==> src/ppu_pkg.sv <==
// shared addresses, timing constants, types and bundles for the background LCD controller
package ppu_pkg;

    typedef logic [15:0] cpu_addr_t;
    typedef logic [15:0] vram_addr_t;
    typedef logic [7:0]  byte_t;
    typedef logic [8:0]  dot_t;
    typedef logic [7:0]  line_t;
    typedef logic [1:0]  color_t;

    // memory-mapped LCD registers
    localparam cpu_addr_t ADDR_LCDC = 16'hFF40;
    localparam cpu_addr_t ADDR_STAT = 16'hFF41;
    localparam cpu_addr_t ADDR_SCY  = 16'hFF42;
    localparam cpu_addr_t ADDR_SCX  = 16'hFF43;
    localparam cpu_addr_t ADDR_LY   = 16'hFF44;
    localparam cpu_addr_t ADDR_LYC  = 16'hFF45;
    localparam cpu_addr_t ADDR_BGP  = 16'hFF47;

    localparam dot_t  DOTS_PER_LINE   = 9'd456;
    localparam dot_t  SCAN_DOTS       = 9'd80;
    localparam line_t VISIBLE_LINES   = 8'd144;
    localparam line_t LINES_PER_FRAME = 8'd154;
    localparam byte_t SCREEN_WIDTH    = 8'd160;
    localparam logic [4:0] FETCH_TILES = 5'd21;  // 160 pixels plus up to 7 dropped by fine scroll

    localparam vram_addr_t MAP0_BASE          = 16'h9800;
    localparam vram_addr_t MAP1_BASE          = 16'h9C00;
    localparam vram_addr_t TILE_BASE_UNSIGNED = 16'h8000;
    localparam vram_addr_t TILE_BASE_SIGNED   = 16'h9000;

    // encoding matches the STAT mode field
    typedef enum logic [1:0] {
        H_BLANK  = 2'd0,
        V_BLANK  = 2'd1,
        OAM_SCAN = 2'd2,
        DRAW     = 2'd3
    } ppu_mode_t;

    typedef enum logic [2:0] {
        IDLE,
        MAP_READ,
        ROW_LO,
        ROW_HI,
        HOLD
    } fetch_state_t;

    typedef struct packed {
        cpu_addr_t addr;
        logic      wr;
        logic      rd;
        byte_t     wdata;
    } cpu_bus_t;

    typedef struct packed {
        logic  lcd_on;    // LCDC bit 7
        logic  bg_on;     // LCDC bit 0
        logic  map_sel;   // LCDC bit 3
        logic  tile_sel;  // LCDC bit 4, set selects unsigned tile numbers
        byte_t scx;
        byte_t scy;
        byte_t bgp;
        line_t lyc;
        logic  int_lyc;
        logic  int_m2;
        logic  int_m1;
        logic  int_m0;
    } lcd_cfg_t;

    typedef struct packed {
        logic   valid;
        color_t color;
    } pixel_t;

endpackage

==> src/ppu_regs.sv <==
// LCD register file, decodes CPU writes and returns registered read data including live STAT/LY
module ppu_regs import ppu_pkg::*; (
    input  logic      clk,
    input  logic      rst,
    input  cpu_bus_t  bus,
    input  ppu_mode_t mode,
    input  line_t     ly,
    input  logic      coincidence,
    output byte_t     rdata,
    output lcd_cfg_t  cfg
);

    byte_t       lcdc;
    logic [3:0]  stat_en;  // STAT bits 6..3
    byte_t       scy;
    byte_t       scx;
    line_t       lyc;
    byte_t       bgp;
    byte_t       rd_mux;

    always_ff @(posedge clk) begin
        if (rst) begin
            lcdc    <= '0;
            stat_en <= '0;
            scy     <= '0;
            scx     <= '0;
            lyc     <= '0;
            bgp     <= '0;
        end else if (bus.wr) begin
            case (bus.addr)
                ADDR_LCDC: lcdc    <= bus.wdata;
                ADDR_STAT: stat_en <= bus.wdata[6:3];  // mode and coincidence bits are read only
                ADDR_SCY:  scy     <= bus.wdata;
                ADDR_SCX:  scx     <= bus.wdata;
                ADDR_LYC:  lyc     <= bus.wdata;
                ADDR_BGP:  bgp     <= bus.wdata;
                default: ;                            // LY and unmapped writes dropped
            endcase
        end
    end

    always_comb begin
        case (bus.addr)
            ADDR_LCDC: rd_mux = lcdc;
            ADDR_STAT: rd_mux = {1'b1, stat_en, coincidence, mode};
            ADDR_SCY:  rd_mux = scy;
            ADDR_SCX:  rd_mux = scx;
            ADDR_LY:   rd_mux = ly;
            ADDR_LYC:  rd_mux = lyc;
            ADDR_BGP:  rd_mux = bgp;
            default:   rd_mux = 8'hFF;
        endcase
    end

    always_ff @(posedge clk) begin
        if (bus.rd) begin
            rdata <= rd_mux;  // valid the cycle after rd
        end
    end

    // bits 1, 2, 5 and 6 of LCDC only read back
    always_comb begin
        cfg.lcd_on   = lcdc[7];
        cfg.bg_on    = lcdc[0];
        cfg.map_sel  = lcdc[3];
        cfg.tile_sel = lcdc[4];
        cfg.scx      = scx;
        cfg.scy      = scy;
        cfg.bgp      = bgp;
        cfg.lyc      = lyc;
        cfg.int_lyc  = stat_en[3];
        cfg.int_m2   = stat_en[2];
        cfg.int_m1   = stat_en[1];
        cfg.int_m0   = stat_en[0];
    end

endmodule

==> src/ppu_timing.sv <==
// dot/line counters and mode sequencer, produces line_start, LYC coincidence and interrupt levels
module ppu_timing import ppu_pkg::*; (
    input  logic      clk,
    input  logic      rst,
    input  lcd_cfg_t  cfg,
    input  logic      line_done,
    output ppu_mode_t mode,
    output line_t     ly,
    output logic      coincidence,
    output logic      line_start,
    output logic      irq_vblank,
    output logic      irq_stat
);

    dot_t  dot;
    line_t next_ly;

    assign next_ly = ly + 8'd1;

    always_ff @(posedge clk) begin
        if (rst || !cfg.lcd_on) begin
            dot        <= '0;
            ly         <= '0;
            mode       <= OAM_SCAN;
            line_start <= 1'b0;
        end else begin
            line_start <= 1'b0;
            if (dot == DOTS_PER_LINE - 9'd1) begin
                dot <= '0;
                if (ly == LINES_PER_FRAME - 8'd1) begin
                    ly   <= '0;
                    mode <= OAM_SCAN;  // new frame
                end else begin
                    ly   <= next_ly;
                    mode <= (next_ly >= VISIBLE_LINES) ? V_BLANK : OAM_SCAN;
                end
            end else begin
                dot <= dot + 9'd1;
                case (mode)
                    OAM_SCAN: begin
                        if (dot == SCAN_DOTS - 9'd1) begin
                            mode       <= DRAW;
                            line_start <= 1'b1;  // high on the first DRAW dot
                        end
                    end
                    DRAW: begin
                        if (line_done) begin
                            mode <= H_BLANK;
                        end
                    end
                    default: ;  // H_BLANK and V_BLANK run to the end of the line
                endcase
            end
        end
    end

    assign coincidence = (ly == cfg.lyc);

    // both interrupts are levels and stay quiet while the display is off
    always_comb begin
        irq_vblank = cfg.lcd_on && (mode == V_BLANK);
        irq_stat   = cfg.lcd_on && ((cfg.int_lyc && coincidence) ||
                                    (cfg.int_m0 && mode == H_BLANK) ||
                                    (cfg.int_m1 && mode == V_BLANK) ||
                                    (cfg.int_m2 && mode == OAM_SCAN));
    end

endmodule

==> src/ppu_bg_fetch.sv <==
// background fetcher, walks the tile map for one line and hands finished tile rows to the shifter
module ppu_bg_fetch import ppu_pkg::*; (
    input  logic       clk,
    input  logic       rst,
    input  lcd_cfg_t   cfg,
    input  line_t      ly,
    input  logic       line_start,
    input  logic       row_take,
    input  byte_t      vram_data,
    output logic       vram_rd,
    output vram_addr_t vram_addr,
    output byte_t      row_lo,
    output byte_t      row_hi,
    output logic       row_ready
);

    fetch_state_t state;
    logic [4:0]   col;       // tile column in the 32-wide map
    logic [4:0]   tile_cnt;  // tiles handed over this line
    logic         hi_wait;   // high byte still on its way from VRAM
    byte_t        tile_num;
    byte_t        lo_q;
    byte_t        hi_q;
    line_t        y_sum;
    vram_addr_t   map_addr;

    // row address of a tile, fy selects the pixel row inside it
    function automatic vram_addr_t tile_addr(byte_t tile, logic [2:0] fy, logic unsigned_mode);
        vram_addr_t base;
        vram_addr_t offs;
        if (unsigned_mode) begin
            base = TILE_BASE_UNSIGNED;
            offs = {4'b0, tile, 4'b0};
        end else begin
            base = TILE_BASE_SIGNED;
            offs = {{4{tile[7]}}, tile, 4'b0};  // -128..127 around 9000
        end
        return base + offs + {12'b0, fy, 1'b0};
    endfunction

    assign y_sum    = ly + cfg.scy;  // wraps at 256
    assign map_addr = (cfg.map_sel ? MAP1_BASE : MAP0_BASE) + {6'b0, y_sum[7:3], col};

    // data comes back one cycle after each strobe
    always_comb begin
        vram_rd   = 1'b0;
        vram_addr = '0;
        case (state)
            MAP_READ: begin
                vram_rd   = 1'b1;
                vram_addr = map_addr;
            end
            ROW_LO: begin
                vram_rd   = 1'b1;
                vram_addr = tile_addr(vram_data, y_sum[2:0], cfg.tile_sel);  // map byte arriving now
            end
            ROW_HI: begin
                vram_rd   = 1'b1;
                vram_addr = tile_addr(tile_num, y_sum[2:0], cfg.tile_sel) + 16'd1;
            end
            default: ;
        endcase
    end

    always_ff @(posedge clk) begin
        if (rst || !cfg.lcd_on) begin
            state    <= IDLE;
            col      <= '0;
            tile_cnt <= '0;
            hi_wait  <= 1'b0;
        end else if (line_start) begin
            state    <= MAP_READ;
            col      <= cfg.scx[7:3];
            tile_cnt <= '0;
            hi_wait  <= 1'b0;
        end else begin
            case (state)
                MAP_READ: state <= ROW_LO;
                ROW_LO: begin
                    tile_num <= vram_data;
                    state    <= ROW_HI;
                end
                ROW_HI: begin
                    lo_q    <= cfg.bg_on ? vram_data : 8'h00;
                    hi_wait <= 1'b1;
                    state   <= HOLD;
                end
                HOLD: begin
                    if (hi_wait) begin
                        hi_q    <= cfg.bg_on ? vram_data : 8'h00;
                        hi_wait <= 1'b0;
                    end else if (row_take) begin
                        col      <= col + 5'd1;
                        tile_cnt <= tile_cnt + 5'd1;
                        state    <= (tile_cnt == FETCH_TILES - 5'd1) ? IDLE : MAP_READ;
                    end
                end
                default: ;  // IDLE waits for the next line
            endcase
        end
    end

    assign row_ready = (state == HOLD) && !hi_wait;
    assign row_lo    = lo_q;
    assign row_hi    = hi_q;

endmodule

==> src/ppu_pixel_shift.sv <==
// two-plane pixel shifter, drops fine-scroll pixels, maps through BGP and counts out one line
module ppu_pixel_shift import ppu_pkg::*; (
    input  logic     clk,
    input  logic     rst,
    input  lcd_cfg_t cfg,
    input  logic     line_start,
    input  byte_t    row_lo,
    input  byte_t    row_hi,
    input  logic     row_ready,
    output logic     row_take,
    output pixel_t   pixel,
    output logic     line_done
);

    logic       active;
    logic [3:0] cnt;       // pixels left in the shifter
    logic [2:0] discard;
    byte_t      px_count;
    byte_t      sh_lo;
    byte_t      sh_hi;
    logic       have_px;
    color_t     raw;

    assign have_px  = active && (cnt != 4'd0);
    assign raw      = {sh_hi[7], sh_lo[7]};
    assign row_take = active && row_ready && (cnt <= 4'd1);  // refill as the last pixel leaves

    always_comb begin
        pixel.valid = have_px && (discard == 3'd0);
        pixel.color = cfg.bgp[{raw, 1'b0} +: 2];
        line_done   = pixel.valid && (px_count == SCREEN_WIDTH - 8'd1);
    end

    always_ff @(posedge clk) begin
        if (rst || !cfg.lcd_on) begin
            active   <= 1'b0;
            cnt      <= '0;
            discard  <= '0;
            px_count <= '0;
        end else if (line_start) begin
            active   <= 1'b1;
            cnt      <= '0;
            discard  <= cfg.scx[2:0];
            px_count <= '0;
        end else begin
            if (line_done) begin
                active <= 1'b0;
            end
            if (have_px) begin
                if (discard != 3'd0) begin
                    discard <= discard - 3'd1;
                end else begin
                    px_count <= px_count + 8'd1;
                end
            end
            if (row_take) begin
                sh_lo <= row_lo;
                sh_hi <= row_hi;
                cnt   <= 4'd8;
            end else if (have_px) begin
                sh_lo <= {sh_lo[6:0], 1'b0};  // MSB is the leftmost pixel
                sh_hi <= {sh_hi[6:0], 1'b0};
                cnt   <= cnt - 4'd1;
            end
        end
    end

endmodule

==> src/ppu_top.sv <==
// LCD controller top, connects register file, timing, fetcher and shifter to CPU, VRAM and pixel ports
module ppu_top import ppu_pkg::*; (
    input  logic       clk,
    input  logic       rst,
    input  cpu_bus_t   bus,
    output byte_t      rdata,
    output logic       vram_rd,
    output vram_addr_t vram_addr,
    input  byte_t      vram_data,
    output pixel_t     pixel,
    output logic       irq_vblank,
    output logic       irq_stat
);

    lcd_cfg_t  cfg;
    ppu_mode_t mode;
    line_t     ly;
    logic      coincidence;
    logic      line_start;
    logic      line_done;
    byte_t     row_lo;
    byte_t     row_hi;
    logic      row_ready;
    logic      row_take;

    ppu_regs i_ppu_regs (
        .clk         (clk),
        .rst         (rst),
        .bus         (bus),
        .mode        (mode),
        .ly          (ly),
        .coincidence (coincidence),
        .rdata       (rdata),
        .cfg         (cfg)
    );

    ppu_timing i_ppu_timing (
        .clk         (clk),
        .rst         (rst),
        .cfg         (cfg),
        .line_done   (line_done),
        .mode        (mode),
        .ly          (ly),
        .coincidence (coincidence),
        .line_start  (line_start),
        .irq_vblank  (irq_vblank),
        .irq_stat    (irq_stat)
    );

    ppu_bg_fetch i_ppu_bg_fetch (
        .clk        (clk),
        .rst        (rst),
        .cfg        (cfg),
        .ly         (ly),
        .line_start (line_start),
        .row_take   (row_take),
        .vram_data  (vram_data),
        .vram_rd    (vram_rd),
        .vram_addr  (vram_addr),
        .row_lo     (row_lo),
        .row_hi     (row_hi),
        .row_ready  (row_ready)
    );

    ppu_pixel_shift i_ppu_pixel_shift (
        .clk        (clk),
        .rst        (rst),
        .cfg        (cfg),
        .line_start (line_start),
        .row_lo     (row_lo),
        .row_hi     (row_hi),
        .row_ready  (row_ready),
        .row_take   (row_take),
        .pixel      (pixel),
        .line_done  (line_done)
    );

endmodule

==> config.mk <==
export PLATFORM = sky130hd
export DESIGN_NAME = ppu_top
export DESIGN_NICKNAME = d
export VERILOG_FILES = /design/src/ppu_pkg.sv /design/src/ppu_regs.sv /design/src/ppu_timing.sv /design/src/ppu_bg_fetch.sv /design/src/ppu_pixel_shift.sv /design/src/ppu_top.sv
export SDC_FILE = /design/constraint.sdc
export NUM_CORES = 1
export LEC_CHECK = 0
export BUFFER_PORTS_ARGS = -buffer_cell sky130_fd_sc_hd__buf_2
export CORE_MARGIN = 4
export CORE_UTILIZATION = 40
export CTS_BUF_LIST = sky130_fd_sc_hd__clkbuf_8
export DETAILED_ROUTE_END_ITERATION = 12
export PLACE_DENSITY = 0.63
export SLEW_MARGIN = 25
export SYNTH_ARGS = -nofsm -noshare
export SYNTH_HDL_FRONTEND = slang
export SYNTH_HIERARCHICAL = 1
export SYNTH_SLANG_ARGS = --single-unit
==> constraint.sdc <==
create_clock -name clk -period 2.1 [get_ports clk]
set_input_delay 0.105 -clock clk [delete_from_list [all_inputs] [get_ports clk]]
set_output_delay 0.105 -clock clk [all_outputs]
set_load 0.02 [all_outputs]
== After elaboration in Yosys (flattened, before gate mapping) ==
Index checks and enable logic that the tools add are counted.

* Register bits: 142

* Mux-type cells: 41
* Shift operators: 1
* $add $sub $neg: 14
* Bitwise operators: 5
* Equality and inequality tests: 27
* $lt $le $gt $ge: 2
* Reduce and logical (&&, ||, !) cells: 54

{| class="wikitable"
|+ Operator list
! cell !! count
|-
| 16-bit == test, second input constant || 7
|-
| 16-bit two-way mux || 6
|-
| 8-bit case mux with 7 select lines || 1
|-
| 8-bit two-way mux || 6
|-
| 16-bit case mux with 3 select lines || 1
|-
| 16-bit adder || 2
|-
| 16-bit by 4-bit adder with 16-bit output || 2
|-
| 3-bit AND reduction || 8
|-
| 5-bit two-way mux || 4
|-
| 16-bit by 1-bit adder with 16-bit output, second input constant || 1
|-
| 16-bit by 10-bit adder with 16-bit output || 1
|-
| 8-bit by 1-bit adder with 8-bit output, second input constant || 2
|-
| 8-bit == test, second input constant || 2
|-
| 2-bit AND reduction || 8
|-
| 3-bit two-way mux || 5
|-
| 2-bit nonzero test || 7
|-
| 13-bit two-way mux || 1
|-
| 1-bit logical AND || 12
|-
| 3-bit case mux with 4 select lines || 1
|-
| 11-bit two-way mux || 1
|-
| 5-bit by 1-bit adder with 5-bit output, second input constant || 2
|-
| 2-bit two-way mux || 5
|-
| 9-bit by 1-bit adder with 9-bit output, second input constant || 1
|-
| 9-bit by 7-bit == test with 1-bit output, second input constant || 1
|-
| 34 further kinds || 57
|}

== Longest topological paths before layout ==
* Depth in word-level cells: 8
* Mapped depth: 10
* Mapped depth without buffers: 8

== Cells and area by module ==
Netlist, hierarchy kept.

{| class="wikitable"
|+ Modules (own cells, without submodules)
! module !! area each (um^2) !! seq. area each (um^2) !! times used !! cells each
|-
| ppu_regs || 2591.2 || 1121.1 || 1 || 240
|-
| ppu_bg_fetch || 2077.0 || 1001.0 || 1 || 200
|-
| ppu_pixel_shift || 1682.9 || 800.8 || 1 || 144
|-
| ppu_timing || 1132.3 || 400.4 || 1 || 131
|}

== Worst setup path after synthesis ==
OpenSTA, ideal clock, no wires.

* Path kind: flip-flop to flip-flop
* From: register i_ppu_bg_fetch.state[0]
* To: register i_ppu_pixel_shift.sh_hi[0] (enable)
* Required time: 1727 ps
* Slack: -146 ps
* Cell stages (with the launch flop): 7
* Library setup time: 373 ps
* Buffers on the path: 2
* Arrival time: 1873 ps
* Cell sequence: dfxtp_1 -> buf_6 -> nor4b_4 -> nand2_1 -> nor4_4 -> buf_2 -> o21a_1

* Longest elaborated chain between the ends: 6

{| class="wikitable"
|+ RTL lines
! item !! line !! text
|-
| start, declared || ppu_bg_fetch.sv:17 || <nowiki>fetch_state_t state;</nowiki>
|-
| start signal, assigned || ppu_bg_fetch.sv:95 || <nowiki>state <= (tile_cnt == FETCH_TILES - 5'd1) ? IDLE : MAP_READ;</nowiki>
|-
| 3-bit == test || ppu_bg_fetch.sv:103 || <nowiki>assign row_ready = (state == HOLD) && !hi_wait;</nowiki>
|-
| 1-bit logical AND || ppu_bg_fetch.sv:103 ||
|-
| named net row_ready || ppu_top.sv:23 || <nowiki>logic row_ready;</nowiki>
|-
| 1-bit logical AND (2 in series) || ppu_pixel_shift.sv:26 || <nowiki>assign row_take = active && row_ready && (cnt <= 4'd1);</nowiki>
|-
| named net row_take || ppu_top.sv:24 || <nowiki>logic row_take;</nowiki>
|-
| 2-bit nonzero test (no line) || -- ||
|-
| 3-bit AND reduction (no line) || -- ||
|-
| end signal, assigned || ppu_pixel_shift.sv:58 || <nowiki>sh_hi <= row_hi;</nowiki>
|-
| end signal, assigned || ppu_pixel_shift.sv:62 || <nowiki>sh_hi <= {sh_hi[6:0], 1'b0};</nowiki>
|-
| end, declared || ppu_pixel_shift.sv:20 || <nowiki>byte_t sh_hi;</nowiki>
|}

The timed path passes the listed nets, and every way through them passes these cells.
A chain may end at the register's enable or synchronous reset.

== Worst setup path after layout ==
* From: register i_ppu_timing.ly[0]
* To: output vram_addr[8]

* Longest elaborated chain between the ends: 4
* Elaborated cells between the ends (all ways): 6

{| class="wikitable"
|+ RTL lines
! item !! line !! text
|-
| start, declared || ppu_timing.sv:8 || <nowiki>output line_t ly,</nowiki>
|-
| start signal, assigned || ppu_timing.sv:34 || <nowiki>ly <= next_ly;</nowiki>
|-
| 8-bit adder * || ppu_bg_fetch.sv:41 || <nowiki>assign y_sum = ly + cfg.scy;</nowiki>
|-
| 16-bit by 4-bit adder with 16-bit output || ppu_bg_fetch.sv:38 || <nowiki>return base + offs + {12'b0, fy, 1'b0};</nowiki>
|-
| 16-bit by 1-bit adder with 16-bit output || ppu_bg_fetch.sv:59 || <nowiki>vram_addr = tile_addr(tile_num, y_sum[2:0], cfg.tile_sel) + 16'd1;</nowiki>
|-
| 16-bit case mux with 3 select lines * || ppu_bg_fetch.sv:48 || <nowiki>case (state)</nowiki>
|-
| end, declared || ppu_top.sv:8 || <nowiki>output vram_addr_t vram_addr,</nowiki>
|}

Mark *: on every way between the ends. The rest lies on a longest branch, timed or not.

==> impl_results.md <==
* Antenna viol nets, final at 0
* PortBufs at 63
* Max_slew headroom at between 50 and 60%
* First-pass GRT wire length at about 30000 µm
* Sink Count at around 140
* Slew Viols, Final at 0
* CP Data Required Time at 2.00 ns
* Hold Crit Start: bus[13]
* Setup slack, reg-to-reg at about 0.13 ns
* Actual slew at the worst max-slew pin at approximately 0.7 ns
* Die Span Y at 145 µm
* Flops & latches, synth at ~140
* Largest register FFs at 9
* Die width at between 100 and 150 µm
* Distinct cells, synth at 76
* Diode count at 0
* Top cells by area, synth: dfxtp_1 25%, edfxtp_1 19%, mux2i_1 7.8%
* Root Buffer: clkbuf_8
* Pre-antenna DRT Iters at 4
* Arr. time, crit path at between 2 and 2.5 ns
* CP Capture Type: primary output
* Reg2reg path depth at 9
* IO Pins at 66
* Clk Latency, worst-skew pair at 0.46 ns
* Max Buffers Root-to-Sink at 2
* Min-delay worst type: primary input to register
* Total Nets Final at 863
* Placed Cells at 1003
* Syn Area/Cell at 10.5 µm²
* R2r endpoint: i_ppu_regs/rdata[2]
* Max FO, Critical Path at 3
* Die area at 0.0210 mm²
* Vias at roughly 5.7k
* Design Area, Final at 0.00895 mm²
* TritonCTS clock tree: built
* Status: finished, violations left
* Post-synth top cells: 94 x dfxtp_1, 63 x nand2b_1, 58 x mux2i_1
* Final setup viols at 7
* H-tree levels at 4
* Top cell type by total area after synthesis: dfxtp_1
* Critical path class: register to primary output
* Gp weighted congestion at around 0.84
* Max Fclk at 444 MHz
* Largest net degree at the start of global routing at between 50 and 60
* Post-synth top flop: dfxtp_1
* Ys async rst share at 0%
* Failing checks: setup timing
* Most frequent cell after synthesis: dfxtp_1
* Cell row count at between 40 and 50
* Initial antenna violation count at 0
* Yosys Warn Count at 6
* Register area share after synthesis at about 44%
* Placed cell area at 0.00817 mm²
* Period utilization at 107%
* Vias in the first global route at 5404
* Max incr delay on CP at between 0.3 and 0.4 ns
* Clk slew on worst S/H paths at roughly 0.090 ns
* Share of cells above drive strength 1 at 24.8%
* Worst-path cell chain: ha_4, fa_2, a211oi_2, o21bai_1, a21oi_2, nand4_1, o221ai_1, buf_4
* Total power at about 5.4 mW
* Post-synth EDFFs at 48
* Worst Hold End: i_ppu_regs/rdata[0]
* Count of final hold-check violations at 0
* Total wire length at 18600 µm
* TritonCTS Buffers at 17
* Startpoint class of the critical path: register
* RSZ-0062 raised after global routing: true
* Pwr Density at between 500 and 600 mW/mm²
* Area grow syn2layout at 19.7%
* Switching share of power at 24.9%
* Non-filler cells, final at ~1.0k
* Initial Util at approximately 41%
* Cell-internal power at approximately 4.0 mW
* Hpwl dp at 13300 µm
* DRC errors left at 0
* Worst setup margin at -0.154 ns
* Grt ovf at 0
* Core Region at 0.0182 mm²
* Post-Syn Instances at 715
* Leakage power at around 3.5 nW
* Clock power share at 43.5%
* Worst hold stages at 3
* Bufs and invs on worst path at 1
* Top-area cell type share of the netlist area at around a quarter
* Reg-to-Reg Start: i_ppu_timing/ly[0]
* Total GRT Usage at 18.4%
* Initial DRC Count at roughly 300
* Largest Register: i_ppu_timing/dot
* Critical path's top delay family: compound AO/OA/AOI/OAI gates
* Max-Cap Viols at 0
* Comb pwr share at 3.8%
* Worst Skew at between 0.01 and 0.015 ns
* Flop pwr share at a little over half
* Max VDD drop at between 0.4 and 0.5 mV
* Net switching power at approximately 1.3 mW
* Min Clock Period, post-route at around 2.3 ns
* Drt wl/cell at ~18 µm
* Slowest CP cell: fa_2
* Synthesized area at around 0.0075 mm²
* Via density at about 5.4
repair_timing:
| action | CTS | global route |
|---|---|---|
| pin swaps | 12 | 16 |
| hold buffers | 9 | 0 |
| gates resized for setup | 23 | 30 |
| buffers inserted | 1 | 3 |
| endpoints found under the setup margin | 9 | 29 |
| hold endpoints to repair | 22 | 0 |
layout by cell type (no fill, tap or decap), types with 20 or more instances in the layout:
cell type  synthesis  final
nand3_1           20     20
edfxtp_1          48     48
nand2b_1          63     63
mux2i_1           58     58
dfxtp_1           94     85
nand2_1           33     33
buf_2              7     59
nand4_1           21     21
nor2_1            43     42
buf_4              7     37
stage by stage:
| step | setup TNS (ns) | worst slack (ns) | util (%) | hold WS, ns |
|---|---|---|---|---|
| 6_report | -0.621 | -0.154 | 49.2 | 0.0380 |
| 5_1_grt | -1.55 | -0.289 | 49.2 | 0.0215 |
| 4_1_cts | -0.612 | -0.188 | 48.2 | 0.0131 |
| 3_5_place_dp | 0 | 0.0926 | 44.9 | 0.324 |
| 3_3_place_gp | 0 | 0.134 | 44.9 | 0.321 |
| 2_1_floorplan | 0 | 0.0118 | - | 0.204 |
routing by layer:
layer	track usage, %	wire length (µm)	up-vias
met5	0	0	-
met4	4.07	215	0
met3	4.30	958	14
met2	29.6	8960	117
met1	25.2	8440	2722
li1	-	-	2805
cell families (layout without fill, tap and decap cells):
logic type | Yosys count | after routing | share of synthesized area [%]
xor gates and xnor gates | 30 | 30 | 3.51
DFF | 142 | 142 | 44.4
AOI/OAI and AO/OA | 108 | 108 | 10.2
adders and majority gates | 21 | 21 | 3.61
buffers and inverters | 56 | 159 | 3.58
muxes | 83 | 83 | 12.4
other | 1 | 2 | 0.0501
and+or+nand+nor | 274 | 274 | 22.2
how the worst max path moves through the flow:
stage | startpoint | endpoint | slack (ns) | cells past startpoint
after floorplan | i_ppu_bg_fetch/state[0] | i_ppu_bg_fetch/col[1] | 0.01 | 10
after global placement | i_ppu_regs/scy[0] | vram_addr[8] | 0.13 | 8
after detailed placement | i_ppu_bg_fetch/hi_wait | i_ppu_pixel_shift/sh_hi[0] | 0.09 | 5
after CTS | i_ppu_timing/ly[0] | vram_addr[8] | -0.19 | 8
after global routing | i_ppu_timing/ly[0] | vram_addr[8] | -0.29 | 8
final | i_ppu_timing/ly[0] | vram_addr[8] | -0.15 | 8
worst min-delay path, cell delays in order:
cell and delay (ns):
buf_2 0.13, a211oi_1 0.08, nand4_1 0.07
power by group through the flow:
stage	clock, mW	sequential, mW	combinational [mW]
after global routing	2.52	2.83	0.217
final	2.33	2.82	0.204
after CTS	2.38	2.83	0.202
after global placement	0	2.89	0.188
after floorplan	0	2.91	0.0894
after detailed placement	0	2.89	0.188
cell type report:
cell class,instances,area [µm²]
clock buffer,17,234
clock inverter,15,193
fill,1618,9250
inverter,17,67.6
multi-input combinational,518,4090
sequential,142,3340
tap,229,287
timing repair buffer,110,737
(Power assumes the default switching activity.)
